### src/include/cpu_defs.svh
/* CPU configuration
   Data width, register count and memory depths */
`ifndef CPU_DEFS_SVH
`define CPU_DEFS_SVH

`define CPU_XLEN        16    // Data and instruction width
`define CPU_NREGS       8
`define CPU_IMEM_WORDS  256   // Word addressed
`define CPU_DMEM_WORDS  256

`endif
### src/hdl/isaPkg.sv
/* Instruction set package
   Opcode encoding and the 16-bit instruction word layout */
`include "cpu_defs.svh"

package isaPkg;

    typedef logic [$clog2(`CPU_NREGS)-1:0] regAddrT;

    // Register ops come first so their low bits pick the ALU op
    typedef enum logic [4:0] {
        OP_ADD  = 5'd0,
        OP_SUB  = 5'd1,
        OP_AND  = 5'd2,
        OP_XOR  = 5'd3,
        OP_ADDI = 5'd4,
        OP_LBI  = 5'd5,
        OP_LD   = 5'd6,
        OP_ST   = 5'd7,
        OP_BEQZ = 5'd8,
        OP_J    = 5'd9,
        OP_HALT = 5'd10,
        OP_NOP  = 5'd11
    } opcodeE;  // Other codes are illegal

    typedef struct packed {
        opcodeE     opcode;   // [15:11]
        regAddrT    rd;       // [10:8]
        regAddrT    rs;       // [7:5]
        logic [4:0] imm5;     // [4:0], rt lives in [4:2]
    } instrT;

    // Second read port address; ST reads its store data through rd
    function automatic regAddrT rtAddrOf(instrT i);
        if (i.opcode == OP_ST)
            return i.rd;
        return i.imm5[4:2];
    endfunction

endpackage

### src/hdl/regFile.sv
/* Register file
   Eight registers, two read ports and one write port with write-through */
`timescale 1ns/100ps
`include "cpu_defs.svh"

module regFile (
    input  logic                 clk,
    input  logic                 arstN,
    input  isaPkg::regAddrT      rsAddr,
    input  isaPkg::regAddrT      rtAddr,
    input  logic                 wbEn,
    input  isaPkg::regAddrT      wbAddr,
    input  logic [`CPU_XLEN-1:0] wbData,
    output logic [`CPU_XLEN-1:0] rsVal,
    output logic [`CPU_XLEN-1:0] rtVal
);
    logic [`CPU_XLEN-1:0] regs [`CPU_NREGS];

    always_ff @(posedge clk or negedge arstN) begin
        if (!arstN) begin
            for (int i = 0; i < `CPU_NREGS; i++)
                regs[i] <= '0;
        end else if (wbEn) begin
            regs[wbAddr] <= wbData;
        end
    end

    // Same-cycle write is visible to decode
    assign rsVal = (wbEn && wbAddr == rsAddr) ? wbData : regs[rsAddr];
    assign rtVal = (wbEn && wbAddr == rtAddr) ? wbData : regs[rtAddr];

endmodule

### config.mk
export PLATFORM = sky130hd
export DESIGN_NAME = regFile
export DESIGN_NICKNAME = d
export VERILOG_FILES = /design/src/hdl/isaPkg.sv /design/src/hdl/regFile.sv
export VERILOG_INCLUDE_DIRS = /design/src /design/src/include
export SDC_FILE = /design/constraint.sdc
export NUM_CORES = 1
export LEC_CHECK = 0
export CAP_MARGIN = 10
export CORE_MARGIN = 3
export CORE_UTILIZATION = 25
export CTS_CLUSTER_DIAMETER = 100
export DETAILED_ROUTE_END_ITERATION = 6
export DONT_BUFFER_PORTS = 1
export HOLD_SLACK_MARGIN = 0.06
export SYNTH_ARGS = -nofsm -noshare
export SYNTH_HDL_FRONTEND = slang
export SYNTH_SLANG_ARGS = --single-unit
export TNS_END_PERCENT = 50
### constraint.sdc
create_clock -name clk -period 2.2 [get_ports clk]
set_input_delay 0.22 -clock clk [delete_from_list [all_inputs] [get_ports clk]]
set_output_delay 0.22 -clock clk [all_outputs]
set_load 0.01 [all_outputs]
==> flow_summary.toml <==
[critical_path]
cp.arrival_ps = 1950
crit_required_ps = 1980
r2r-start = "regs[2]"
end_kind = "output pin"
crit_path_top_delay_cell = "mux4_1"
reg2reg_depth = 2
rrSetupSlack_ps = 1280
r2r_end = "regs[2]"
max_stage_delay_ps = 540
crit_buf_inv = 0
criticalPathCategory = "flop to output pin"
crit_top_cell = "mux2_2"
cp_top_family = "multiplexers"
cp_max_fo = 3
crit_chain = "mux4_1 > mux2_2 > mux2_2"
crit_path_start_kind = "flop"

[logic_synthesis]
syn_inst = 452
ys_types = 16
synth_seq_cells = 128
synth.yosys.warnings = 0
synth_area_per_cell_sq_um = 16.67
synth_area_sq_um = 7533
yosysSeqAreaShare_pct = 42.52
syn-num-nets = 480

[global_routing]
gr-usage-all-layers_pct = 11.87
grt_max_degree = 129
antenna_found_initial = 0
grt_pass1_vias = 4618
overflow = 0
grt_first_pass_wirelength_um = 28810

[timing]
fin_crit_ps = 2169
finalSetupTns_ps = 0
relSlewSlack_pct = 76.68
setup_viol = 0
rsz0062_at_grt = "true"
fin_crit_sh_pct = 98.57
fmax_mhz = 461.1
worstMarginPinSlew_ps = 349.8
slew_viol_final = 0
skew_ps = 0
hold_viol = 128
whs_ps = -510.4

[clocking]
cts_hold_buffers = 16
cts_buffer_depth = 2
clk_pin_slew_ps = 60
numCtsBuffers = 17
insertion_delay_ps = 420
cts_tree = "yes"
htreeDepth = 4
clock_sinks = 128
root_buffer = "clkbuf_16"

[floorplanning]
dieArea_sq_um = 32250
die_w_um = 179.6
start_util_pct = 25.83
fp-row-count = 62
core_area_sq_um = 29170
pin_count = 60
dieHeight_um = 179.6

[power_and_ir_drop]
total_power_mw = 7.893
ir_worst_vdd_mv = 0.5173
powerDensity_nw_per_um2 = 919.5
leakagePower_nw = 3.544

[placed_design]
dp_hpwl_um = 11420
routabilityCongestion = 0.6655
port_buffers = 0
postPlaceCellArea_sq_um = 7811

[route]
wl_um = 18940
drt_iter0_drc = 200
vias = 4167
drc_errors = 0
routed_via_density = 4.920
antenna_left = 0
wl_per_cell_um = 22.36
drt_first_pass_iters = 4

[finish]
drive_gt1_share_pct = 53.13
area_growth_pct = 13.95
regMostFlops = "regs"
final_area_sq_um = 8584
largest_register_ffs = 128
nets = 478
reg.largest.list = "regs (128)"
antenna_cells = 0
register_area_sq_um = 3203
multiInputGateArea_sq_um = 4019
fillerInstances = 2907

[run_status]
status = "finished with violations"
violations = "negative hold slack"

[worst_hold_path]
hp-class = "input pin to async pin"

[job]
drv_cap = 0
==> cells in the final DEF (no fill, tap or decap) <==
cell,n
mux2_2,181
dfrtp_1,128
mux4_1,59
clkbuf_16,17
dlygate4sd3_1,16
buf_4,13
mux2_4,11
xnor2_1,6
mux4_2,5
nand4_1,3
nand4b_1,3
clkinv_4,3
bufinv_16,3
clkbuf_8,3
clkinvlp_4,3
nor3_2,2
nor3b_2,2
clkinv_2,2
nand2_1,1
nand2b_1,1
inv_6,1
==> synthesized netlist by cell type (all sizes together) <==
library cell  count  area share (%)
buf              42             3.5
clkbuf            8            0.40
dfrtp           128              43
mux2            192              29
mux4             64              22
nand2             1           0.050
nand2b            1           0.083
nand4             3            0.25
nand4b            3            0.35
nor3              2            0.27
nor3b             2            0.33
xnor2             6            0.70
==> where the power goes <==
part / total (mW) / internal (mW) / leakage (nW) / switching, mW
clock network: 2.92 / 1.87 / 0.299 / 1.05
logic: 1.76 / 1.18 / 1.71 / 0.578
registers: 3.22 / 2.88 / 1.54 / 0.339
==> kinds of logic after synthesis <==
group / count (synthesis) / share of synthesized area [%]
multiplexers: 256 / 51.57
AND/OR/NAND/NOR: 12 / 1.329
XOR/XNOR: 6 / 0.6976
buffers and inverters: 50 / 3.887
flip-flops: 128 / 42.52
==> layer usage <==
metal | vias to the layer above | wire, um | track usage (%) | share of wire [%]
li1 | 1816 | - | - | -
met1 | 2259 | 8053 | 13.86 | 43
met2 | 77 | 9879 | 21.09 | 52
met3 | 15 | 732 | 3.193 | 3.9
met4 | 0 | 271 | 3.991 | 1.4
met5 | - | 0 | 0 | 0
==> how the worst max path moves through the flow <==
stage,depth (start not counted),endpoint,from,slack (ps)
4_1_cts,3,rtVal[1],regs[33],20
2_1_floorplan,5,rsVal[0],rsAddr[1],400
5_1_grt,3,rsVal[11],regs[43],-8
3_5_place_dp,3,rtVal[3],regs[35],470
6_report,3,rtVal[1],regs[33],30
3_3_place_gp,3,rtVal[11],regs[43],490
==> timing repair <==
action,4_1_cts,5_1_grt
hold endpoints to repair,256,128
setup endpoints to repair,1,7
resized for setup,2,3
setup buffers,0,1
==> through the flow <==
step                utilization, %  hold WS, ps  setup slack [ps]  cells
floorplan                        -       -75.59             400.3    452
global placement             26.78       -65.22             492.3    798
detailed placement           26.78       -64.09             467.4    798
CTS                          29.44       -518.6             21.83    846
global route                 29.43       -535.0            -8.445    847
finish                       29.43       -510.4             31.39    847
==> area by class of cell <==
type	count	share of cell area, %
Clock buffer	20	5.437
Clock inverter	12	1.836
Multi-Input combinational cell	274	46.82
Sequential cell	128	37.31
Tap cell	384	5.597
Timing Repair Buffer	29	3.002
No activity file was read; power rests on OpenSTA's default activity.
