$ cat config.mk
export PLATFORM = sky130hd
export DESIGN_NAME = pipeControl
export DESIGN_NICKNAME = d
export VERILOG_FILES = /design/src/hdl/isaPkg.sv /design/src/hdl/pipePkg.sv /design/src/hdl/pipeControl.sv
export VERILOG_INCLUDE_DIRS = /design/src /design/src/include
export SDC_FILE = /design/constraint.sdc
export NUM_CORES = 1
export LEC_CHECK = 0
export CORE_UTILIZATION = 43
export DETAILED_ROUTE_END_ITERATION = 12
export DONT_BUFFER_PORTS = 1
export PLACE_DENSITY = 0.58
export REMOVE_ABC_BUFFERS = 1
export SYNTH_ARGS = -nofsm -noshare
export SYNTH_HDL_FRONTEND = slang
export SYNTH_SLANG_ARGS = --single-unit
$ cat constraint.sdc
create_clock -name clk -period 2 [get_ports clk]
set_input_delay 0.3 -clock clk [delete_from_list [all_inputs] [get_ports clk]]
set_output_delay 0.3 -clock clk [all_outputs]
set_load 0.02 [all_outputs]
$ cat src/include/cpu_defs.svh
/* CPU configuration
   Data width, register count and memory depths */
`ifndef CPU_DEFS_SVH
`define CPU_DEFS_SVH

`define CPU_XLEN        16    // Data and instruction width
`define CPU_NREGS       8
`define CPU_IMEM_WORDS  256   // Word addressed
`define CPU_DMEM_WORDS  256

`endif
$ cat src/hdl/isaPkg.sv
/* Instruction set package
   Opcode encoding and the 16-bit instruction word layout */
`include "cpu_defs.svh"

package isaPkg;

    typedef logic [$clog2(`CPU_NREGS)-1:0] regAddrT;

    // Register ops come first so their low bits pick the ALU op
    typedef enum logic [4:0] {
        OP_ADD  = 5'd0,
        OP_SUB  = 5'd1,
        OP_AND  = 5'd2,
        OP_XOR  = 5'd3,
        OP_ADDI = 5'd4,
        OP_LBI  = 5'd5,
        OP_LD   = 5'd6,
        OP_ST   = 5'd7,
        OP_BEQZ = 5'd8,
        OP_J    = 5'd9,
        OP_HALT = 5'd10,
        OP_NOP  = 5'd11
    } opcodeE;  // Other codes are illegal

    typedef struct packed {
        opcodeE     opcode;   // [15:11]
        regAddrT    rd;       // [10:8]
        regAddrT    rs;       // [7:5]
        logic [4:0] imm5;     // [4:0], rt lives in [4:2]
    } instrT;

    // Second read port address; ST reads its store data through rd
    function automatic regAddrT rtAddrOf(instrT i);
        if (i.opcode == OP_ST)
            return i.rd;
        return i.imm5[4:2];
    endfunction

endpackage

$ cat src/hdl/pipePkg.sv
/* Pipeline package
   Control word, forwarding selects, stage registers and the retire record */
`include "cpu_defs.svh"

package pipePkg;

    typedef logic [`CPU_XLEN-1:0] wordT;

    typedef enum logic [1:0] {ALU_ADD, ALU_SUB, ALU_AND, ALU_XOR} aluOpE;
    typedef enum logic [1:0] {FWD_REG, FWD_EXMEM, FWD_MEMWB} fwdSelE;

    // All-zero word is a bubble
    typedef struct packed {
        logic            valid;
        aluOpE           aluOp;
        logic            useImm;     // Second operand from immediate
        logic            regWrite;
        logic            memRead;
        logic            memWrite;
        logic            isBranch;
        logic            isJump;
        logic            isHalt;
        logic            isLbi;
        isaPkg::regAddrT rd;
    } ctrlT;

    typedef struct packed {
        logic          valid;
        wordT          pc;
        isaPkg::instrT instr;
    } ifIdT;

    typedef struct packed {
        ctrlT            ctrl;
        wordT            pc;
        wordT            rsVal;
        wordT            rtVal;
        isaPkg::regAddrT rsAddr;
        isaPkg::regAddrT rtAddr;
        wordT            imm;        // Sign extended
    } idExT;

    typedef struct packed {
        ctrlT ctrl;
        wordT pc;
        wordT aluOut;                // Result or memory address
        wordT storeData;
    } exMemT;

    typedef struct packed {
        ctrlT ctrl;
        wordT pc;
        wordT result;
    } memWbT;

    typedef struct packed {
        logic            valid;
        wordT            pc;
        logic            regWrite;
        isaPkg::regAddrT rd;
        wordT            value;
        logic            halt;
    } retireT;

endpackage

$ cat src/hdl/pipeControl.sv
/* Pipeline control
   Decode into the control word, forwarding selects, load-use stall and sticky err */
`timescale 1ns/100ps
`include "cpu_defs.svh"

module pipeControl (
    input  logic                 clk,
    input  logic                 arstN,
    input  pipePkg::ifIdT        ifId,
    input  pipePkg::ctrlT        exCtrl,
    input  isaPkg::regAddrT      exRd,
    input  logic                 exMemRead,
    input  logic                 exRegWrite,
    input  isaPkg::regAddrT      memRd,
    input  logic                 memRegWrite,
    input  logic                 redirect,
    output pipePkg::ctrlT        idCtrl,
    output logic [`CPU_XLEN-1:0] idImm,
    output logic                 stall,
    output logic                 haltSeen,
    output pipePkg::fwdSelE      fwdRs,
    output pipePkg::fwdSelE      fwdRt,
    output logic                 err
);
    import isaPkg::*;
    import pipePkg::*;

    localparam int XL = `CPU_XLEN;

    logic [XL-1:0] raw;
    regAddrT       rsA;
    regAddrT       rtA;
    logic          usesRs;
    logic          usesRt;
    logic          illegal;

    assign raw = ifId.instr;
    assign rsA = ifId.instr.rs;
    assign rtA = rtAddrOf(ifId.instr);

    always_comb begin
        idCtrl    = '0;
        idCtrl.rd = ifId.instr.rd;
        usesRs    = 1'b1;
        usesRt    = 1'b0;
        illegal   = 1'b0;
        case (ifId.instr.opcode)
            OP_ADD, OP_SUB, OP_AND, OP_XOR: begin
                idCtrl.aluOp    = aluOpE'(ifId.instr.opcode[1:0]);
                idCtrl.regWrite = 1'b1;
                usesRt          = 1'b1;
            end
            OP_ADDI: begin
                idCtrl.useImm   = 1'b1;
                idCtrl.regWrite = 1'b1;
            end
            OP_LBI: begin
                idCtrl.isLbi    = 1'b1;
                idCtrl.regWrite = 1'b1;
                usesRs          = 1'b0;
            end
            OP_LD: begin
                idCtrl.useImm   = 1'b1;  // Address is rs + imm5
                idCtrl.memRead  = 1'b1;
                idCtrl.regWrite = 1'b1;
            end
            OP_ST: begin
                idCtrl.useImm   = 1'b1;
                idCtrl.memWrite = 1'b1;
                usesRt          = 1'b1;  // Data from the rd field
            end
            OP_BEQZ: idCtrl.isBranch = 1'b1;
            OP_J: begin
                idCtrl.isJump = 1'b1;
                usesRs        = 1'b0;
            end
            OP_HALT: begin
                idCtrl.isHalt = 1'b1;
                usesRs        = 1'b0;
            end
            OP_NOP: usesRs = 1'b0;
            default: begin
                illegal = 1'b1;
                usesRs  = 1'b0;
            end
        endcase
        if (ifId.valid && !illegal)
            idCtrl.valid = 1'b1;
        else
            idCtrl = '0;  // Bubble, illegal word dropped here
    end

    always_comb begin
        case (ifId.instr.opcode)
            OP_LBI:  idImm = {{(XL-8){raw[7]}}, raw[7:0]};
            OP_J:    idImm = {{(XL-11){raw[10]}}, raw[10:0]};
            default: idImm = {{(XL-5){raw[4]}}, raw[4:0]};
        endcase
    end

    // Youngest writer wins
    function automatic fwdSelE pickFwd(regAddrT a);
        if (exCtrl.valid && exRegWrite && exRd == a)
            return FWD_EXMEM;
        if (memRegWrite && memRd == a)
            return FWD_MEMWB;
        return FWD_REG;
    endfunction

    always_comb begin
        fwdRs = pickFwd(rsA);
        fwdRt = pickFwd(rtA);
    end

    // Load result is not ready until MEM/WB
    assign stall = ifId.valid && exCtrl.valid && exMemRead &&
                   ((usesRs && exRd == rsA) || (usesRt && exRd == rtA));

    assign haltSeen = idCtrl.isHalt && !redirect;

    always_ff @(posedge clk or negedge arstN) begin
        if (!arstN)
            err <= 1'b0;
        else if (ifId.valid && illegal && !redirect)
            err <= 1'b1;  // Sticky until reset
    end

    stallOnceA: assert property (@(posedge clk) disable iff (!arstN)
        stall |=> !stall);

endmodule

==> metrics.txt <==
outcome=complete, but fails checks; failing checks=DRC; max FFs per register=1; WP data arrival=1.57 ns; post_cts resized=0; # diodes=0; post-layout util=48.7%; Max Cap Viol=0; Detail Route Antenna Nets=0; register area share after synthesis=3.26%; CTS Hold Bufs=0; Multi-input gate area=644 sq um; synthesized cell area=768 sq um; Avg Inst Size Synth=6.86 sq um; initial antenna violation count=0; Die Ht=44.3 um; total gr overflow=0; initial core utilization=48.2%; Critical Path RT=1.70 ns; Clock Skews=0 ns; Worst Hold Slack=0.00437 ns; later-pin clock latency in the skew report=0 ns; Nets=167; CP Capture Type=output port; Post-route DRC=4; sum of negative setup slack=0 ns; total length of routed wires=1840 um; Final GP Congestion=0.806; wire per inst=14.2 um; first-pass GRT wire length=2930 um; Die X=44.3 um; ys async rst share=100%; layout cells sized above 1=15.1%; ys flop type=dfrtp_1; Die ar.=1960 sq um; dpl hpwl=1520 um; Port Buffers=0; Vias=789; io pins=96; crit path max fanout=8; initial drt markers=13; top flop regs=err: 1 flops; worst hold path type=input pin to async pin; final setup fails=0; area grow syn2layout=0.977%; Core Region=1590 sq um; FP Rows=14; FMAX=534 MHz; largest net degree at the start of global routing=12; worst setup margin=0.127 ns; Post-synth EDFFs=0; Via density=6.07; RSZ-0062 raised after global routing=false; kind of critical path=input pin to output port; Yosys warning count=0; P_leak=0.000335 uW; Detailed Routing Iterations Pass 1=8; Reg area=25.0 sq um; clock-pin slew on the worst setup and hold paths=0 ns; Critical Path Start Type=input pin; post-route cell area=776 sq um; Min Clock Period, post-route=1.87 ns; vias in the first global route=685; slew margin rel.=70.0%; Slew Viols, Final=0; GRT Total Usage=18.9%; VDD IR max=153 uV; postcts setup bufs=0; DP Area=776 sq um; final critical-path share of the clock period=93.7%; pre-CTS setup slack=0.130 ns; worst-margin pin slew=0.452 ns; Biggest register=err; cells after synthesis=112; # fillers=181; Synth cell types=41; count of state elements after synthesis=1; pwr dens=205 nW/um^2; final hold vios=0
-- placed cells by master, fill, tap and decap left out, types with 2 or more instances in the layout --
cell type / count
a22oi_1: 3
nand4_1: 2
and2_1: 3
nand2_1: 7
inv_1: 3
nor4_1: 4
a21o_1: 3
xor2_1: 3
mux2i_1: 2
and4_1: 2
and3_1: 7
nand2b_1: 11
nand3_1: 4
buf_4: 6
nor2_1: 8
a21oi_1: 4
nor3_2: 2
xnor2_1: 5
nor2b_1: 2
nor3_1: 3
mux2_2: 3
-- cell type report --
type	instances	share of cell area, %
inverter	3	1.45
multi-input combinational	95	83.1
sequential	1	3.23
tap	24	3.87
timing repair buffer	7	8.39
-- synth_stat cells, types with 3 or more instances --
library cell,number,area (sq um)
nand2b_1,11,68.8
buf_4,10,75.1
nor2_1,8,30.0
and3_1,7,43.8
nand2_1,7,26.3
xnor2_1,5,43.8
a21oi_1,4,20.0
nand3_1,4,20.0
nor4_1,4,25.0
a21o_1,3,22.5
a22oi_1,3,22.5
and2_1,3,18.8
inv_1,3,11.3
mux2_2,3,33.8
nor3_1,3,15.0
xor2_1,3,26.3
-- critical path, cell delays in order --
cell and delay, ns:
and2_0 0.37, a22oi_1 0.17, nor3_2 0.24, nand2_1 0.10
o31a_1 0.39
-- final timing paths --
kind,from,end,slack (ns),depth (start not counted)
worst max-delay path,ifId[11],fwdRt[1],0.13,5
worst min-delay path,arstN,err,0.004,0
worst max register to register,err,err,1.25,1
worst min register to register,err,err,0.61,1
max in group asynchronous,arstN,err,1.93,0
min in group clk,ifId[32],err,0.46,2
-- metrics by stage --
stage	std cells	power, uW
2_1_floorplan	99	138
3_3_place_gp	130	158
3_5_place_dp	130	160
4_1_cts	130	160
5_1_grt	130	172
6_report	130	159
-- layer usage --
| layer | up-vias | part of all wire (%) | global-route usage (%) | wire, um |
|---|---|---|---|---|
| met3 | 0 | 10 | 4.08 | 186 |
| li1 | 383 | - | - | - |
| met4 | 0 | 0 | 0 | 0 |
| met5 | - | 0 | 0 | 0 |
| met1 | 365 | 47 | 26.5 | 860 |
| met2 | 41 | 43 | 31.8 | 793 |
-- cells by family (layout without fill, tap and decap cells) --
family	Yosys count	count (layout)	share of synthesized area, %
buffers and inverters	16	10	12.9
and+or+nand+nor	63	63	50.2
DFF	1	1	3.26
xor gates and xnor gates	8	8	9.12
muxes	5	5	7.00
AOI/OAI and AO/OA	19	19	17.6
-- power breakdown --
part           leakage, uW  switching, uW  internal (uW)
clock                    0              0              0
combinational     0.000327           79.4           59.1
sequential      0.00000875         0.0209           20.6
total             0.000335           79.4           79.8
No activity file was read; power rests on OpenSTA's default activity.
