==> src/include/cpu_defs.svh <==
/* CPU configuration
   Data width, register count and memory depths */
`ifndef CPU_DEFS_SVH
`define CPU_DEFS_SVH

`define CPU_XLEN        16    // Data and instruction width
`define CPU_NREGS       8
`define CPU_IMEM_WORDS  256   // Word addressed
`define CPU_DMEM_WORDS  256

`endif
==> src/hdl/isaPkg.sv <==
/* Instruction set package
   Opcode encoding and the 16-bit instruction word layout */
`include "cpu_defs.svh"

package isaPkg;

    typedef logic [$clog2(`CPU_NREGS)-1:0] regAddrT;

    // Register ops come first so their low bits pick the ALU op
    typedef enum logic [4:0] {
        OP_ADD  = 5'd0,
        OP_SUB  = 5'd1,
        OP_AND  = 5'd2,
        OP_XOR  = 5'd3,
        OP_ADDI = 5'd4,
        OP_LBI  = 5'd5,
        OP_LD   = 5'd6,
        OP_ST   = 5'd7,
        OP_BEQZ = 5'd8,
        OP_J    = 5'd9,
        OP_HALT = 5'd10,
        OP_NOP  = 5'd11
    } opcodeE;  // Other codes are illegal

    typedef struct packed {
        opcodeE     opcode;   // [15:11]
        regAddrT    rd;       // [10:8]
        regAddrT    rs;       // [7:5]
        logic [4:0] imm5;     // [4:0], rt lives in [4:2]
    } instrT;

    // Second read port address; ST reads its store data through rd
    function automatic regAddrT rtAddrOf(instrT i);
        if (i.opcode == OP_ST)
            return i.rd;
        return i.imm5[4:2];
    endfunction

endpackage

==> src/hdl/pipePkg.sv <==
/* Pipeline package
   Control word, forwarding selects, stage registers and the retire record */
`include "cpu_defs.svh"

package pipePkg;

    typedef logic [`CPU_XLEN-1:0] wordT;

    typedef enum logic [1:0] {ALU_ADD, ALU_SUB, ALU_AND, ALU_XOR} aluOpE;
    typedef enum logic [1:0] {FWD_REG, FWD_EXMEM, FWD_MEMWB} fwdSelE;

    // All-zero word is a bubble
    typedef struct packed {
        logic            valid;
        aluOpE           aluOp;
        logic            useImm;     // Second operand from immediate
        logic            regWrite;
        logic            memRead;
        logic            memWrite;
        logic            isBranch;
        logic            isJump;
        logic            isHalt;
        logic            isLbi;
        isaPkg::regAddrT rd;
    } ctrlT;

    typedef struct packed {
        logic          valid;
        wordT          pc;
        isaPkg::instrT instr;
    } ifIdT;

    typedef struct packed {
        ctrlT            ctrl;
        wordT            pc;
        wordT            rsVal;
        wordT            rtVal;
        isaPkg::regAddrT rsAddr;
        isaPkg::regAddrT rtAddr;
        wordT            imm;        // Sign extended
    } idExT;

    typedef struct packed {
        ctrlT ctrl;
        wordT pc;
        wordT aluOut;                // Result or memory address
        wordT storeData;
    } exMemT;

    typedef struct packed {
        ctrlT ctrl;
        wordT pc;
        wordT result;
    } memWbT;

    typedef struct packed {
        logic            valid;
        wordT            pc;
        logic            regWrite;
        isaPkg::regAddrT rd;
        wordT            value;
        logic            halt;
    } retireT;

endpackage

==> src/hdl/fetchStage.sv <==
/* Fetch stage
   PC, instruction memory with program load port, run/halt state and IF/ID */
`timescale 1ns/100ps
`include "cpu_defs.svh"

module fetchStage #(
    parameter int IMEM_WORDS = `CPU_IMEM_WORDS
) (
    input  logic                          clk,
    input  logic                          arstN,
    input  logic                          run,
    input  logic                          loadEn,
    input  logic [$clog2(IMEM_WORDS)-1:0] loadAddr,
    input  logic [`CPU_XLEN-1:0]          loadData,
    input  logic                          stall,
    input  logic                          haltSeen,
    input  logic                          redirect,
    input  logic [`CPU_XLEN-1:0]          redirectPc,
    output pipePkg::ifIdT                 ifId
);
    import isaPkg::*;

    localparam int AW = $clog2(IMEM_WORDS);

    typedef enum logic [1:0] {FS_IDLE, FS_RUN, FS_HALT} fetchStateE;

    fetchStateE           state;
    logic [`CPU_XLEN-1:0] pc;
    logic [`CPU_XLEN-1:0] imem [IMEM_WORDS];
    logic                 fetchOk;

    assign fetchOk = (state == FS_RUN) && !haltSeen;

    always_ff @(posedge clk) begin
        if (loadEn)
            imem[loadAddr] <= loadData;  // Only while run is low
    end

    always_ff @(posedge clk or negedge arstN) begin
        if (!arstN) begin
            state <= FS_IDLE;
        end else begin
            case (state)
                FS_IDLE: if (run) state <= FS_RUN;
                FS_RUN:  if (haltSeen) state <= FS_HALT;
                default: state <= FS_HALT;  // Stays until reset
            endcase
        end
    end

    always_ff @(posedge clk or negedge arstN) begin
        if (!arstN) begin
            pc         <= '0;
            ifId.valid <= 1'b0;
        end else if (redirect) begin
            pc         <= redirectPc;  // Overrides a stall
            ifId.valid <= 1'b0;
        end else if (!stall) begin
            ifId.valid <= fetchOk;     // Bubble once halted
            ifId.pc    <= pc;
            ifId.instr <= instrT'(imem[pc[AW-1:0]]);
            if (fetchOk)
                pc <= pc + 1'b1;
        end
    end

    pcHoldA: assert property (@(posedge clk) disable iff (!arstN)
        stall && !redirect |=> pc == $past(pc));

endmodule

==> config.mk <==
export PLATFORM = sky130hd
export DESIGN_NAME = fetchStage
export DESIGN_NICKNAME = d
export VERILOG_FILES = /design/src/hdl/isaPkg.sv /design/src/hdl/pipePkg.sv /design/src/hdl/fetchStage.sv
export VERILOG_INCLUDE_DIRS = /design/src /design/src/include
export SDC_FILE = /design/constraint.sdc
export NUM_CORES = 2
export LEC_CHECK = 0
export BUFFER_PORTS_ARGS = -buffer_cell sky130_fd_sc_hd__buf_2
export CORE_MARGIN = 10
export CORE_UTILIZATION = 35
export DETAILED_ROUTE_END_ITERATION = 10
export GPL_ROUTABILITY_DRIVEN = 0
export HOLD_SLACK_MARGIN = 0.12
export PLACE_DENSITY = 0.57
export SLEW_MARGIN = 10
export SYNTH_ARGS = -nofsm -noshare
export SYNTH_HDL_FRONTEND = slang
export SYNTH_SLANG_ARGS = --single-unit
==> constraint.sdc <==
create_clock -name clk -period 5.6 [get_ports clk]
set_input_delay 0.84 -clock clk [delete_from_list [all_inputs] [get_ports clk]]
set_output_delay 0.84 -clock clk [all_outputs]
set_load 0.1 [all_outputs]
==> impl_results.md <==
* DRT Pass-1 Iters at 6
* Setup violations, final at 0
* Largest net degree at the start of global routing at 193
* CP Max Fanout at 33
* Tot Pwr at 67200 µW
* WL per Instance at 33.4 µm
* Register area share after synthesis at 77.8%
* GRT Total Usage at 18.7%
* Port Buf Inserts at between 70 and 80
* Most used cell, CP: buf_4
* Dpl hpwl at around 280 mm
* # rows at roughly 250
* Clk pwr share at 40.1%
* Area grow syn2layout at 14.4%
* Fin Clk Skew at 0.0596 ns
* Post-synth EDFFs at 4128
* Int Power at ~51000 µW
* Num CTS Buffers at 412
* Slew Viols, Final at 0
* Synthesis-stage register bit count at 4147
* Crit path max-delay cell type: o311ai_0
* Synth warn at 0
* Gr ovfl total at 0
* DIE HEIGHT at 696 µm
* Starting Density at 35.1%
* Most frequent cells in the layout: 4128 x edfxtp_1, 1025 x mux4_2, 416 x clkbuf_16
* Routed Antenna Nets at 0
* Vias in the first global route at roughly 78k
* Clock latency on the worst-skew pair at 1.00 ns
* Tmin final at 5.04 ns
* Met3 WL at 45.0 mm
* Synth unique cells at 85
* Comb power frac at 8.7%
* Final hold vios at 0
* Die area at 484000 µm²
* Max_cap viols at 0
* Top FF cell, synth: edfxtp_1
* Power per cell area at ~370 nW/µm²
* DIE WIDTH at 696 µm
* Synth Area in Compound Gates at 2.51%
* M1 wire length at 185 mm
* Simple-gate share of the synthesized area at 1.53%
* # IOs at 80
* Fmax at 199 MHz
* Critical Path Sink Type: flop
* Switching pwr at around 16000 µW
* Seq pwr share at between 50% and 60%
* FFs w/ async S/R, synth at 0.458%
* Worst setup path category: reg2reg
* Critical path's top delay family: compound AO/OA/AOI/OAI gates
* Highest Signal Layer: met5
* Post-synthesis xor/xnor area fraction at less than 1%
* Clock root buffer: clkbuf_16
* Crit start category: flop
* CP required at 6.29 ns
* Via density at ~5.7
* Hold WC Path Type: in2reg
* Core Area at 456000 µm²
* Initial antenna violation count at 40
* Status: complete, no violations
* Synthesized-area fraction occupied by adder cells at less than 1%
* First-pass GRT wire length at 641 mm
* Worst stage delay on the critical path at roughly 1.2 ns
* Post-Syn Nets at 7118
* Sw frac at 23.4%
* Initial DRC Count at around 10k
* Worst-case clock buffer depth at 4
* Post-cts resize count at 0
* Worst EP arrival at 5.72 ns
* Leakage at 0.0561 µW
* Non-Filler Instances at ~14k
* Via count at 79.0k
* Slew HR at 13.1%
* Mux cell area share after synthesis at between 15 and 20%
* Final Hold Slack at 0.188 ns
* Worst Max-Slew Pin Slew at between 1 and 1.5 ns
* VDD IR max at roughly 0.29 mV
* Post-Syn Area per Cell at 22.6 µm²
* Htree depth at 5
* Drt total wl at 464 mm
* Period Utilization, post-route at 90.0%
* Nets at 7609
* Num Clock Sinks at 4147
* Setup TNS Final at 0 ns
* Most common cell after layout, fill and taps aside: edfxtp_1
* Post-route DRC at 0
* CP Cell Sequence: buf_4 -> buf_4 -> mux4_2 -> mux4_2 -> nand2_1 -> a21oi_1 -> o311ai_0 -> buf_4 -> o31ai_1
* Met2 wire len at 217 mm
* Post-Syn Area at between 150000 and 200000 µm²
* Worst-path clk slew at 0.06 ns
* RSZ-0062 raised after global routing: false
* TritonCTS clock tree: built
* Placed Cells at 13.1k
* Worst path buffer plus inverter count at 3
* Layout cells sized above 1 at 29.3%
* Main combinational cell family by area after synthesis: multiplexers
* Post-Syn Instances at 7070
-- sequential cells by signal (all words and copies together) (netlist names) --
signal  cells
ifId       33
imem     4096
pc         16
state       2
-- power by group through the flow --
stage	clock, µW	sequential, µW	combinational (µW)
2_1_floorplan	0	35000	3170
3_3_place_gp	0	35000	5810
3_5_place_dp	0	35000	5850
4_1_cts	27300	34400	5880
5_1_grt	28500	34300	6060
6_report	26900	34400	5870
-- worst paths after layout --
| check | start | endpoint | slack (ns) | cells past startpoint |
|---|---|---|---|---|
| setup / recovery | pc[1] | ifId[5] | 0.56 | 9 |
| hold / removal | stall | ifId[32] | 0.19 | 3 |
| setup reg to reg | pc[1] | ifId[5] | 0.56 | 9 |
| hold reg to reg | pc[15] | ifId[31] | 0.48 | 0 |
| max in group asynchronous | arstN | pc[2] | 4.62 | 2 |
| min in group asynchronous | arstN | ifId[32] | 0.44 | 2 |
-- area by class of cell --
| type | count | area (µm²) |
|---|---|---|
| Inverter | 6 | 38.8 |
| Clock inverter | 252 | 2270 |
| Timing Repair Buffer | 497 | 4510 |
| Fill cell | 39800 | 273000 |
| Clock buffer | 500 | 10700 |
| Antenna cell | 10 | 25.0 |
| Sequential cell | 4147 | 124000 |
| Tap cell | 6000 | 7510 |
| Multi-Input combinational cell | 2497 | 33400 |
-- cell families (layout without fill, tap and decap cells) --
family	after synthesis	in the layout
flip-flops	4147	4147
multiplexers	1324	1324
AO/OA/AOI/OAI	579	579
AND/OR/NAND/NOR	578	578
buffers and inverters	426	1255
XOR/XNOR	15	15
adder cells (fa/ha/maj)	1	1
other	0	10
-- repair_timing --
| action | 4_1_cts | 5_1_grt |
|---|---|---|
| buffers inserted | 0 | 0 |
| endpoints found under the hold margin | 34 | 0 |
| endpoints found under the setup margin | 0 | 0 |
| hold buffers | 16 | 0 |
-- cell usage after synthesis, types with 31 or more instances --
cell      instances  area [µm²]
edfxtp_1       4128      124000
mux4_2         1025       23100
nor2_1          304        1140
mux2i_1         285        2850
clkbuf_1        154         578
nand2_1         145         544
a21oi_1         131         656
buf_2           105         526
o21ai_0          88         440
a221oi_1         81         709
a22oi_1          74         556
buf_6            53         597
nand3_1          43         215
buf_4            39         293
o22ai_1          34         213
o221ai_1         33         289
buf_1            31         116
-- worst register-to-register path, cell delays in order, from the launching register on --
cell	delay [ns]
dfrtp_4	0.88
buf_4	0.47
buf_4	0.48
mux4_2	0.43
mux4_2	0.51
nand2_1	0.17
a21oi_1	0.27
o311ai_0	1.16
buf_4	0.31
o31ai_1	0.08
-- metrics by stage --
stage / cell area (µm²) / worst slack (ns) / utilization (%)
global route: 183000 / 0.588 / 40.2
CTS: 183000 / 0.674 / 40.1
detailed placement: 170000 / 0.707 / 37.3
floorplan: 160000 / 1.68 / -
finish: 183000 / 0.562 / 40.2
global placement: 170000 / 0.776 / 37.2
-- per-layer routing --
| layer | GRT usage (%) | vias to the layer above |
|---|---|---|
| li1 | - | 31100 |
| met1 | 25.6 | 43000 |
| met2 | 29.4 | 4001 |
| met3 | 4.41 | 772 |
| met4 | 6.24 | 20 |
| met5 | 0 | - |
Note: power is estimated with default switching activity, not from simulation.
