<file path="config.mk">
export PLATFORM = sky130hd
export DESIGN_NAME = executeStage
export DESIGN_NICKNAME = d
export VERILOG_FILES = /design/src/hdl/isaPkg.sv /design/src/hdl/pipePkg.sv /design/src/hdl/executeStage.sv
export VERILOG_INCLUDE_DIRS = /design/src /design/src/include
export SDC_FILE = /design/constraint.sdc
export NUM_CORES = 1
export LEC_CHECK = 0
export BUFFER_PORTS_ARGS = -buffer_cell sky130_fd_sc_hd__buf_4
export CAP_MARGIN = 20
export CORE_ASPECT_RATIO = 2
export CORE_MARGIN = 8
export CORE_UTILIZATION = 47
export CTS_CLUSTER_SIZE = 40
export DETAILED_ROUTE_END_ITERATION = 8
export PLACE_DENSITY = 0.8
export SETUP_SLACK_MARGIN = 0.02
export SKIP_LAST_GASP = 1
export SLEW_MARGIN = 30
export SYNTH_ARGS = -nofsm -noshare
export SYNTH_HDL_FRONTEND = slang
export SYNTH_SLANG_ARGS = --single-unit
</file>
<file path="constraint.sdc">
create_clock -name clk -period 4.1 [get_ports clk]
set_input_delay 0.205 -clock clk [delete_from_list [all_inputs] [get_ports clk]]
set_output_delay 0.205 -clock clk [all_outputs]
set_load 0.05 [all_outputs]
</file>
<file path="src/include/cpu_defs.svh">
/* CPU configuration
   Data width, register count and memory depths */
`ifndef CPU_DEFS_SVH
`define CPU_DEFS_SVH

`define CPU_XLEN        16    // Data and instruction width
`define CPU_NREGS       8
`define CPU_IMEM_WORDS  256   // Word addressed
`define CPU_DMEM_WORDS  256

`endif
</file>
<file path="src/hdl/isaPkg.sv">
/* Instruction set package
   Opcode encoding and the 16-bit instruction word layout */
`include "cpu_defs.svh"

package isaPkg;

    typedef logic [$clog2(`CPU_NREGS)-1:0] regAddrT;

    // Register ops come first so their low bits pick the ALU op
    typedef enum logic [4:0] {
        OP_ADD  = 5'd0,
        OP_SUB  = 5'd1,
        OP_AND  = 5'd2,
        OP_XOR  = 5'd3,
        OP_ADDI = 5'd4,
        OP_LBI  = 5'd5,
        OP_LD   = 5'd6,
        OP_ST   = 5'd7,
        OP_BEQZ = 5'd8,
        OP_J    = 5'd9,
        OP_HALT = 5'd10,
        OP_NOP  = 5'd11
    } opcodeE;  // Other codes are illegal

    typedef struct packed {
        opcodeE     opcode;   // [15:11]
        regAddrT    rd;       // [10:8]
        regAddrT    rs;       // [7:5]
        logic [4:0] imm5;     // [4:0], rt lives in [4:2]
    } instrT;

    // Second read port address; ST reads its store data through rd
    function automatic regAddrT rtAddrOf(instrT i);
        if (i.opcode == OP_ST)
            return i.rd;
        return i.imm5[4:2];
    endfunction

endpackage

</file>
<file path="src/hdl/pipePkg.sv">
/* Pipeline package
   Control word, forwarding selects, stage registers and the retire record */
`include "cpu_defs.svh"

package pipePkg;

    typedef logic [`CPU_XLEN-1:0] wordT;

    typedef enum logic [1:0] {ALU_ADD, ALU_SUB, ALU_AND, ALU_XOR} aluOpE;
    typedef enum logic [1:0] {FWD_REG, FWD_EXMEM, FWD_MEMWB} fwdSelE;

    // All-zero word is a bubble
    typedef struct packed {
        logic            valid;
        aluOpE           aluOp;
        logic            useImm;     // Second operand from immediate
        logic            regWrite;
        logic            memRead;
        logic            memWrite;
        logic            isBranch;
        logic            isJump;
        logic            isHalt;
        logic            isLbi;
        isaPkg::regAddrT rd;
    } ctrlT;

    typedef struct packed {
        logic          valid;
        wordT          pc;
        isaPkg::instrT instr;
    } ifIdT;

    typedef struct packed {
        ctrlT            ctrl;
        wordT            pc;
        wordT            rsVal;
        wordT            rtVal;
        isaPkg::regAddrT rsAddr;
        isaPkg::regAddrT rtAddr;
        wordT            imm;        // Sign extended
    } idExT;

    typedef struct packed {
        ctrlT ctrl;
        wordT pc;
        wordT aluOut;                // Result or memory address
        wordT storeData;
    } exMemT;

    typedef struct packed {
        ctrlT ctrl;
        wordT pc;
        wordT result;
    } memWbT;

    typedef struct packed {
        logic            valid;
        wordT            pc;
        logic            regWrite;
        isaPkg::regAddrT rd;
        wordT            value;
        logic            halt;
    } retireT;

endpackage

</file>
<file path="src/hdl/executeStage.sv">
/* Execute stage
   ID/EX register, operand forwarding, ALU, branch resolution and EX/MEM */
`timescale 1ns/100ps
`include "cpu_defs.svh"

module executeStage (
    input  logic                 clk,
    input  logic                 arstN,
    input  pipePkg::ctrlT        idCtrl,
    input  logic [`CPU_XLEN-1:0] idImm,
    input  pipePkg::ifIdT        ifId,
    input  logic [`CPU_XLEN-1:0] rsVal,
    input  logic [`CPU_XLEN-1:0] rtVal,
    input  pipePkg::fwdSelE      fwdRs,
    input  pipePkg::fwdSelE      fwdRt,
    input  logic                 stall,
    input  pipePkg::memWbT       memWb,
    output pipePkg::exMemT       exMem,
    output pipePkg::ctrlT        exCtrl,
    output isaPkg::regAddrT      exRd,
    output logic                 redirect,
    output logic [`CPU_XLEN-1:0] redirectPc
);
    import isaPkg::*;
    import pipePkg::*;

    idExT   idEx;
    fwdSelE fwdRsQ;
    fwdSelE fwdRtQ;
    wordT   opA;
    wordT   opT;
    wordT   opB;
    wordT   aluRes;

    always_ff @(posedge clk or negedge arstN) begin
        if (!arstN) begin
            idEx.ctrl <= '0;
            fwdRsQ    <= FWD_REG;
            fwdRtQ    <= FWD_REG;
        end else begin
            if (stall || redirect)
                idEx.ctrl <= '0;  // Bubble
            else
                idEx.ctrl <= idCtrl;
            idEx.pc     <= ifId.pc;
            idEx.rsVal  <= rsVal;
            idEx.rtVal  <= rtVal;
            idEx.rsAddr <= ifId.instr.rs;
            idEx.rtAddr <= rtAddrOf(ifId.instr);
            idEx.imm    <= idImm;
            fwdRsQ      <= fwdRs;
            fwdRtQ      <= fwdRt;
        end
    end

    function automatic wordT fwdMux(fwdSelE sel, wordT regVal);
        case (sel)
            FWD_EXMEM: return exMem.aluOut;
            FWD_MEMWB: return memWb.result;
            default:   return regVal;
        endcase
    endfunction

    always_comb begin
        opA = fwdMux(fwdRsQ, idEx.rsVal);
        opT = fwdMux(fwdRtQ, idEx.rtVal);
        opB = idEx.ctrl.useImm ? idEx.imm : opT;
        case (idEx.ctrl.aluOp)
            ALU_SUB: aluRes = opA - opB;
            ALU_AND: aluRes = opA & opB;
            ALU_XOR: aluRes = opA ^ opB;
            default: aluRes = opA + opB;
        endcase
    end

    // Target is PC+1 plus offset for both BEQZ and J
    assign redirect   = idEx.ctrl.valid &&
                        (idEx.ctrl.isJump || (idEx.ctrl.isBranch && opA == '0));
    assign redirectPc = idEx.pc + 1'b1 + idEx.imm;
    assign exCtrl     = idEx.ctrl;
    assign exRd       = idEx.ctrl.rd;

    always_ff @(posedge clk or negedge arstN) begin
        if (!arstN) begin
            exMem.ctrl <= '0;
        end else begin
            exMem.ctrl      <= idEx.ctrl;
            exMem.pc        <= idEx.pc;
            exMem.aluOut    <= idEx.ctrl.isLbi ? idEx.imm : aluRes;
            exMem.storeData <= opT;
        end
    end

    redirectSrcA: assert property (@(posedge clk) disable iff (!arstN)
        redirect |-> idEx.ctrl.valid && (idEx.ctrl.isBranch || idEx.ctrl.isJump));

endmodule

</file>
==> results.md, run 1 <==
* Antenna violations before repair at 1
* Clock sink count at 144
* Htree depth at 4
* Root Buffer: clkbuf_16
* Row cnt at 66
* Endpoints failing setup at 0
* Synth unique cells at 59
* Number of flops mapped to enable cells by yosys at 112
* Routed vias at 6703
* Clk Latency, worst-skew pair at 0.44 ns
* WL final at 25.3 mm
* Most frequent cells in the layout: buf_4, edfxtp_1, dlygate4sd3_1
* Total power draw at 0.00563 W
* FF-to-FF path depth at 19
* Storage element area at 4160 sq um
* Synth Area in Adders at 9.52%
* Hold crit path type: primary input to flop
* DP Worst Slack at -0.171 ns
* Port Buffers at 196
* Slew @ Worst Pin at 0.918 ns
* Status: finished clean
* Max Fclk at 247 MHz
* Drc violations at 0
* Vias in the first global route at 7300
* Starting Density at 47.8%
* Vias per cell at 5.46
* Hpwl dp at 18.2 mm
* Die Ht at 198 um
* WP data arrival at 4.20 ns
* Final Cycle Share at 98.7%
* Nature of the critical path startpoint: flop
* Synth Area in Compound Gates at 14.2%
* Slew headroom at 38.8%
* Placer Congestion at 0.962
* Gate Count Post-Synth at 659
* Number of synthesis warnings at 0
* Main combinational cell family by area after synthesis: compound AO/OA/AOI/OAI gates
* Hold Worst Slack at 0.175 ns
* CTS tree: done
* Drt wl/cell at 20.7 um
* Unrepaired setup endpoints after global routing: yes
* DRT Pass-1 Iters at 5
* Core area at 16300 sq um
* Mux cell area share after synthesis at 3.28%
* Asr flop ratio synth at 22.2%
* Share of cells above drive strength 1 at 38.3%
* Starting DRT DRC Count at 295
* Gr ovfl total at 0
* Global-route wire length before repair at 38.4 mm
* Area of the multi-input gates at 3490 sq um
* Largest net degree at the start of global routing at 97
* Main synth FF type: edfxtp_1
* Pwr/cell area at 482 nW/um^2
* P&R area growth vs syn at 50.1%
* Final nets at 1215
* Synthesized area at 7780 sq um
* Max cap viols at 0
* Ports at 244
* CTS Buffer Depth at 2
* Leakage at 5.07 nW
* Chip width at 107 um
* Reg clk slew, reported paths at 0.07 ns
* DP Area at 9910 sq um
* Nets in the synthesized netlist at 865
* Most common cell after layout, fill and taps aside: buf_4
* CTS buffer count at 17
* CP required at 4.25 ns
* Worst Setup Slack, final at 0.0520 ns
* Syn avg cell area at 11.8 sq um
* Sequential share of the synthesized area at 53.5%
* XOR/XNOR Fraction of Synth Area at 4.71%
* Hold path cells at 3
* Hold Fails Final Rpt at 0
* Worst vdd ir at 0.000416 V
* Antenna-violating nets left at 0
* Max-slew violations at 0
* GRT Util Overall at 24.0%
* Critical Path Fanout Max at 12
* Yosys reg bits at 144
* Synth Area in Simple Gates at 9.68%
* CP Class: flop to flop
* CP Capture Type: flop
* Finished Core Util at 71.8%
* Final Skew at 0.0106 ns
* Fillers at 1069
* Min cycle time layout at 4.05 ns
* Design area at 11700 sq um
* Die footprint at 21200 sq um
==> metal layers <==
metal	up-vias	GRT usage, %	wire length [um]
li1	3116	-	-
met1	3242	21.8	8070
met2	257	45.0	14200
met3	88	4.46	1330
met4	0	18.3	1700
met5	-	0	0
==> report_power, final <==
group | total (W) | switching [W] | internal [W]
clock network | 0.00159 | 0.000672 | 0.000915
registers | 0.00186 | 0.000104 | 0.00175
logic | 0.00218 | 0.00127 | 0.000912
total | 0.00563 | 0.00205 | 0.00358
==> cells by family (layout without fill, tap and decap cells) <==
family | Yosys count | count (layout)
AOI/OAI and AO/OA | 164 | 164
xor gates and xnor gates | 41 | 41
adders and majority gates | 58 | 58
buffers and inverters | 74 | 437
DFF | 144 | 144
muxes | 24 | 24
other | 0 | 1
and+or+nand+nor | 154 | 154
==> critical path, cell delays in order (launching register included) <==
cell and delay (ns):
dfrtp_1 0.40, inv_2 0.07, ha_4 0.20, buf_12 0.15, nor2b_2 0.18, o31ai_4 0.33
inv_1 0.08, ha_2 0.19, nand2_2 0.09, o21ai_2 0.07, xor2_1 0.16, ha_2 0.19
a21o_1 0.17, or3_4 0.35, o2111ai_4 0.25, a31oi_4 0.12, o41ai_2 0.31, buf_4 0.17
xor2_1 0.16, a31oi_1 0.12
==> synthesized netlist by cell type, types with 4 or more instances <==
cell type  number  area share, %
o211ai_1        4           0.39
buf_2           6           0.39
clkbuf_1       13           0.63
inv_1          31            1.5
a22oi_1        28            2.7
a21oi_1        35            2.3
nor2_1         38            1.8
nand2_1        53            2.6
dfrtp_1        32             10
and2_1         16            1.3
mux2i_1        12            1.5
edfxtp_1      112             43
o31ai_1         6           0.58
buf_4          17            1.6
o21ai_0        43            2.8
xor2_1          6           0.68
o21a_1          8           0.77
nor3b_1         5           0.48
a31oi_1         5           0.40
buf_6           5           0.72
nand3_1         5           0.32
xnor2_1        34            3.8
a221oi_1        6           0.68
ha_1           56            9.0
nor2b_1        10           0.80
nor3_1         11           0.71
mux2_2         12            1.7
==> worst paths after layout <==
kind / start / endpoint / slack, ns
min in group asynchronous: arstN / exMem[48] / 0.50
hold reg to reg: exCtrl[4] / exMem[52] / 0.38
setup reg to reg: fwdRtQ[0] / exMem[30] / 0.05
max in group asynchronous: arstN / exCtrl[9] / 2.67
hold / removal: memWb[0] / exMem[0] / 0.17
setup / recovery: fwdRtQ[0] / exMem[30] / 0.05
==> final cells by class <==
class / count / share of cell area, %
Sequential cell: 144 / 35.7
Clock buffer: 17 / 3.64
Antenna cell: 1 / 0.0214
Inverter: 31 / 0.996
Clock inverter: 15 / 1.46
Tap cell: 204 / 2.19
Multi-Input combinational cell: 441 / 29.9
Timing Repair Buffer: 374 / 26.2
==> state kept, by name, summed over array words and instances, names as in the netlist <==
signal	count
exMem	62
exRd	3
exCtrl	11
idEx	64
fwdRtQ	2
fwdRsQ	2
==> per-stage QoR <==
stage	setup TNS [ns]	instances
after floorplan	0	659
after global placement	-0.271	1102
after detailed placement	-0.497	1102
after CTS	0	1218
after global routing	-0.139	1227
final	0	1227
==> timing repair <==
item | CTS | global route
resized for setup | 16 | 47
pin swaps | 5 | 20
hold buffers | 83 | 0
buffers inserted | 1 | 8
setup endpoints to repair | 5 | 7
endpoints found under the hold margin | 90 | 0
Power figures use the tool's default switching activity.
==> run 2, diff against run 1 <==
--- a/config.mk
+++ b/config.mk
@@ -7,8 +7,6 @@
 export NUM_CORES = 1
 export LEC_CHECK = 0
 export BUFFER_PORTS_ARGS = -buffer_cell sky130_fd_sc_hd__buf_4
-export CAP_MARGIN = 20
-export CORE_ASPECT_RATIO = 2
 export CORE_MARGIN = 8
 export CORE_UTILIZATION = 47
 export CTS_CLUSTER_SIZE = 40
==> run 2 against run 1 <==
Compared with the run above: cell area is 4.9% lower; count of clock-buffer cells in the layout increased by 1; power decreased by 6.4%; flip-flop and latch count stayed put; maximum frequency up 3.7%; critical path depth shrank 3; global-route usage down 2.6 points; critical endpoint unchanged; clock power down 8%; clock skew down 0.0029 ns; cell count is 3.5% lower; die area is 1.2% lower; sequential power barely moved.
==> results.md, run 2 (synthesis gave the netlist of run 1 again) <==
* Hold Fails Final Rpt at 0
* Max-slew violations at 0
* Critical Path Fanout Max at 14
* Sw frac at 36.7%
* DRT Pass-1 Iters at 5
* Share of cells above drive strength 1 at 32.0%
* Die Ht at 145 um
* Hold crit path type: primary input to flop
* Worst Setup Slack, final at 0.196 ns
* GRT Util Overall at 21.3%
* Crit path max-delay family: compound AO/OA/AOI/OAI gates
* Switching power at 0.00194 W
* Clock network power share at 27.8%
* Slew headroom at 43.8%
* Clock sink count at 144
* Clk Latency, worst-skew pair at 0.43 ns
* CTS tree: done
* Pwr/cell area at 475 nW/um^2
* Row cnt at 47
* Largest net degree at the start of global routing at 92
* CP required at 4.25 ns
* Crit-path slowest cell: dfrtp_1
* Core area at 16400 sq um
* Global-route wire length before repair at 33.8 mm
* CP Capture Type: flop
* Max Fclk at 256 MHz
* P&R area growth vs syn at 42.7%
* Most common cell after layout, fill and taps aside: buf_4
* Cells along the critical path: buf_4 > ha_4 > buf_12 > a221oi_2 > o22ai_2 > o21ai_1 > a21oi_1 > xnor2_1 > ha_1 > a21o_1 > or3_1 > o2111ai_2 > a31oi_2 > o41ai_2 > xor2_1 > a31oi_1
* Worst vdd ir at 0.000325 V
* Starting Density at 47.4%
* Nature of the critical path startpoint: flop
* Antenna-violating nets left at 0
* Port Buffers at 196
* Final Cycle Share at 95.2%
* Min cycle time layout at 3.90 ns
* Endpoints failing setup at 0
* Reg clk slew, reported paths at 0.06 ns
* Setup_tns at 0 ns
* Routed vias at 6389
* Flop pwr share at 35.0%
* Status: finished clean
* Placer Congestion at 0.913
* CTS buffer count at 17
* WL final at 22.7 mm
* Worst Path Buf+Inv at 2
* Final Skew at 0.00767 ns
* CTS Buffer Depth at 2
* CP Class: flop to flop
* Antenna violations before repair at 0
* Drc violations at 0
* Logic pwr share at 37.2%
* Hpwl dp at 16.0 mm
* DP Worst Slack at -0.168 ns
* Chip width at 145 um
* Drt wl/cell at 19.1 um
* Max FFs per register at 64
* Leakage at 4.75 nW
* Number of antenna diodes at 0
* Gr ovfl total at 0
* Cell-internal power at 0.00333 W
* WP data arrival at 4.06 ns
* Most frequent cells in the layout: buf_4, edfxtp_1, dlygate4sd3_1
* Max cap viols at 0
* Die footprint at 20900 sq um
* Hold Worst Slack at 0.224 ns
* Top reg by flops: idEx
* Final nets at 1157
* Root Buffer: clkbuf_16
* Slew @ Worst Pin at 0.843 ns
* Vias per cell at 5.40
* Critical path's largest stage delay at 0.39 ns
* Htree depth at 4
* Starting DRT DRC Count at 415
* Ports at 244
* Vias in the first global route at 6548
## run 2: changes by cell type in the layout (fill, tap and decap cells not counted), moves of 4 or more
cell | previous run | this run
o21ai_2 | 5 | 1
a21oi_2 | 5 | 0
a21oi_1 | 30 | 35
buf_4 | 286 | 230
o21ai_0 | 35 | 39
## run 2: what timing repair did
action                                 in CTS  in global routing
endpoints found under the hold margin     114                  0
setup endpoints to repair                   4                  7
buffers inserted                            0                  1
gates resized for setup                     5                 24
hold buffers                               83                  0
pin swaps                                   0                  5
## run 2: worst paths after layout
kind                                 from         to  slack (ns)  cells after the start
min in group asynchronous           arstN    exRd[0]        0.42                      2
worst min register to register  exCtrl[9]  exMem[57]        0.39                      0
max in group asynchronous           arstN  exMem[57]        3.11                      2
worst max register to register  fwdRtQ[0]  exMem[30]        0.20                     16
worst min-delay path             memWb[8]   exMem[8]        0.22                      3
worst max-delay path            fwdRtQ[0]  exMem[30]        0.20                     16
## run 2: tightest hold or removal path, delay by kind of cell
family	cells	cell delay (ns)
AOI/OAI and AO/OA	2	0.24
buffers and inverters	1	0.09
## run 2: per-layer routing
layer / share of wire (%) / track usage (%) / wire length (um) / vias up
li1: - / - / - / 3008
met1: 38 / 23.4 / 8720 / 3110
met2: 52 / 38.2 / 11700 / 245
met3: 8.3 / 6.73 / 1880 / 26
met4: 1.7 / 7.12 / 392 / 0
met5: 0 / 0 / 0 / -
## run 2: per-stage QoR
stage	util (%)	cell area [sq um]	cells	power (W)
CTS	66.8	11000	1183	0.00524
global route	67.7	11100	1184	0.00548
finish	67.7	11100	1184	0.00527
detailed placement	58.2	9550	1068	0.00369
floorplan	-	7790	659	0.00312
global placement	58.2	9550	1068	0.00365
## run 2: power by group through the flow
| stage | logic (W) | clock network (W) | registers (W) |
|---|---|---|---|
| floorplan | 0.00101 | 0 | 0.00210 |
| global placement | 0.00179 | 0 | 0.00186 |
| detailed placement | 0.00182 | 0 | 0.00187 |
| CTS | 0.00191 | 0.00149 | 0.00184 |
| global route | 0.00209 | 0.00153 | 0.00186 |
| finish | 0.00196 | 0.00146 | 0.00184 |
## run 2: layout make-up
class | instances | area [sq um]
Sequential cell | 144 | 4160
Clock inverter | 14 | 116
Timing Repair Buffer | 316 | 2610
Inverter | 31 | 116
Fill cell | 1177 | 5300
Clock buffer | 18 | 439
Multi-Input combinational cell | 441 | 3380
Tap cell | 220 | 275
==> run 3, diff against run 2 <==
--- a/config.mk
+++ b/config.mk
@@ -6,12 +6,13 @@
 export SDC_FILE = /design/constraint.sdc
 export NUM_CORES = 1
 export LEC_CHECK = 0
+export ABC_AREA = 1
 export BUFFER_PORTS_ARGS = -buffer_cell sky130_fd_sc_hd__buf_4
 export CORE_MARGIN = 8
-export CORE_UTILIZATION = 47
+export CORE_UTILIZATION = 48
 export CTS_CLUSTER_SIZE = 40
 export DETAILED_ROUTE_END_ITERATION = 8
-export PLACE_DENSITY = 0.8
+export PLACE_DENSITY = 0.81
 export SETUP_SLACK_MARGIN = 0.02
 export SKIP_LAST_GASP = 1
 export SLEW_MARGIN = 30
==> run 3 against run 2 <==
Compared with the run above: wire length grew 4.3%; via count grew 13%; register-to-register slack gained 0.06 ns; largest power group unchanged; critical path type unchanged; combinational power is essentially flat.
==> results.md, run 3 <==
* WL final at 23.6 mm
* Most frequent cells in the layout: nand2_1, buf_4, edfxtp_1
* Synth unique cells at 43
* Most common cell after layout, fill and taps aside: nand2_1
* Number of antenna diodes at 0
* Top reg by flops: idEx
* Hpwl dp at 17.2 mm
* CTS buffer count at 17
* Synth area leader: edfxtp_1
* Status: finished clean
* Antenna violations before repair at 0
* Ports at 244
* Worst vdd ir at 0.000311 V
* Core area at 17100 sq um
* Nets in the synthesized netlist at 1100
* FF-to-FF path depth at 21
* CP required at 4.26 ns
* Yosys top cell area share at 40.4%
* Syn avg cell area at 9.31 sq um
* GRT Util Overall at 21.6%
* Final Skew at 0.0206 ns
* Worst R2R End: exMem[29]
* Finished Core Util at 65.6%
* Starting DRT DRC Count at 577
* Hold Worst Slack at 0.0105 ns
* Row cnt at 48
* DRT Pass-1 Iters at 5
* GR peak layer: met2
* Max Fclk at 260 MHz
* Die footprint at 21800 sq um
* Htree depth at 4
* Final Cycle Share at 93.8%
* CP Class: flop to flop
* Reg2Reg Launch Point: fwdRtQ[0]
* Endpoints failing setup at 0
* Yosys reg bits at 144
* DP Worst Slack at 0.269 ns
* GRT met1 Usage at 25.8%
* Asr flop ratio synth at 22.2%
* CP Capture Type: flop
* Largest net degree at the start of global routing at 97
* Hold crit path type: primary input to flop
* Post-Layout Cell Count at 1392
* Reg clk slew, reported paths at 0.07 ns
* Max-slew violations at 0
* Chip width at 148 um
* Leakage at 5.34 nW
* Root Buffer: clkbuf_16
* Routed vias at 7250
* Slew @ Worst Pin at 0.855 ns
* Share of cells above drive strength 1 at 24.9%
* Number of flops mapped to enable cells by yosys at 112
* Clock sink count at 144
* Vias in the first global route at 7266
* Pwr/cell area at 472 nW/um^2
* WP data arrival at 4.01 ns
* Main synth FF type: edfxtp_1
* Dpl cells at 1279
* Nature of the critical path startpoint: flop
* Count leader, synth: nand2_1
* Total power draw at 0.00530 W
* Max FFs per register at 64
* Synthesized area at 8320 sq um
* Starting Density at 48.6%
* Hold Fails Final Rpt at 0
* Worst Setup Slack, final at 0.253 ns
* Max cap viols at 0
* Critical Path Fanout Max at 13
* Drc violations at 0
* Global-route wire length before repair at 37.4 mm
* Hold path cells at 3
* Slew headroom at 43.0%
* Synth top area cells: edfxtp_1, nand2_1, dfrtp_1
* Number of synthesis warnings at 0
* Drt wl/cell at 17.0 um
* Antenna-violating nets left at 0
* CTS Buffer Depth at 2
* Port Buffers at 196
* Clk Latency, worst-skew pair at 0.43 ns
* Vias per cell at 5.21
* Gr ovfl total at 0
* Placer Congestion at 0.923
* Final nets at 1360
* Sequential share of the synthesized area at 50.0%
* Fillers at 1293
* Post-synth top cells: nand2_1, edfxtp_1, inv_1
* Hold Path Origin: idCtrl[12]
* Min cycle time layout at 3.85 ns
* R2r setup slk at 0.25 ns
* WHS Endpoint: exCtrl[12]
* P&R area growth vs syn at 35.0%
* Met3 Use GR at 7.83%
* Die Ht at 148 um
* Met2 Resource Use GR at 36.0%
* Gate Count Post-Synth at 894
* CTS tree: done
run 3: cell types whose count changed after synthesis, sizes merged, moves of 9 or more:
cell,previous run,this run
mux2,12,0
mux2i,12,0
nand3,5,74
xnor2,35,2
nor2b,10,0
buf,30,39
and2,16,0
inv,31,84
nor2,38,50
xor2,6,27
or2,1,20
a22oi,28,1
nand2,53,261
run 3: worst max-delay path: stages (launching register included):
cell	delay, ns
dfrtp_1	0.38
inv_1	0.10
ha_4	0.23
buf_6	0.15
nand2_1	0.08
nand3_1	0.16
nand2_2	0.14
ha_2	0.20
nand4_1	0.14
nor2_2	0.17
nand3_1	0.11
nand2_1	0.11
xor2_1	0.18
ha_1	0.30
a21o_1	0.19
a31oi_1	0.14
nand3_1	0.15
nand2_2	0.10
nand2_1	0.06
or2_2	0.27
nand3_1	0.12
a21oi_1	0.08
run 3: kinds of logic after synthesis:
kind of cell	synth area share (%)
flip-flops	50.0
XOR/XNOR	3.05
AO/OA/AOI/OAI	8.12
adder cells (fa/ha/maj)	8.90
buffers and inverters	7.92
AND/OR/NAND/NOR	22.0
run 3: worst max path at each step:
stage                     depth (start not counted)         to  slack (ns)       from
after floorplan                                  25  exMem[30]        0.69  fwdRtQ[0]
after global placement                           21  exMem[29]        0.32  fwdRtQ[0]
after detailed placement                         23  exMem[30]        0.27  fwdRtQ[0]
after CTS                                        22  exMem[31]        0.23  fwdRtQ[0]
after global routing                             21  exMem[29]      -0.008  fwdRtQ[0]
final                                            21  exMem[29]        0.25  fwdRtQ[0]
run 3: power breakdown:
part | internal, W | total (W) | switching, W
Sequential | 0.00175 | 0.00184 | 0.0000915
Clock | 0.000882 | 0.00152 | 0.000640
Combinational | 0.000666 | 0.00194 | 0.00127
Total | 0.00330 | 0.00530 | 0.00200
run 3: area by class of cell:
| type | count | area (sq um) | area share (%) |
|---|---|---|---|
| sequential | 144 | 4160 | 37.1 |
| multi-input combinational | 620 | 3530 | 31.4 |
| timing repair buffer | 287 | 2360 | 21.0 |
| clock buffer | 19 | 454 | 4.04 |
| inverter | 84 | 320 | 2.85 |
| tap | 225 | 282 | 2.51 |
| clock inverter | 13 | 123 | 1.09 |
run 3: per-layer routing:
layer | part of all wire (%) | wire (um) | vias to the layer above
met5 | 0 | 0 | -
met4 | 1.3 | 299 | 0
met3 | 10 | 2470 | 30
met2 | 48 | 11400 | 383
met1 | 40 | 9510 | 3320
li1 | - | - | 3517
run 3: what timing repair did:
action,in CTS,in global routing
endpoints found under the setup margin,0,6
buffers inserted,0,3
hold buffers,78,0
resized for setup,0,11
endpoints found under the hold margin,109,0
run 3: per-stage QoR:
step                TNS [ns]  cell area, sq um
CTS                        0             11200
finish                     0             11200
detailed placement         0              9820
global route        -0.00820             11200
floorplan                  0              8320
global placement           0              9810
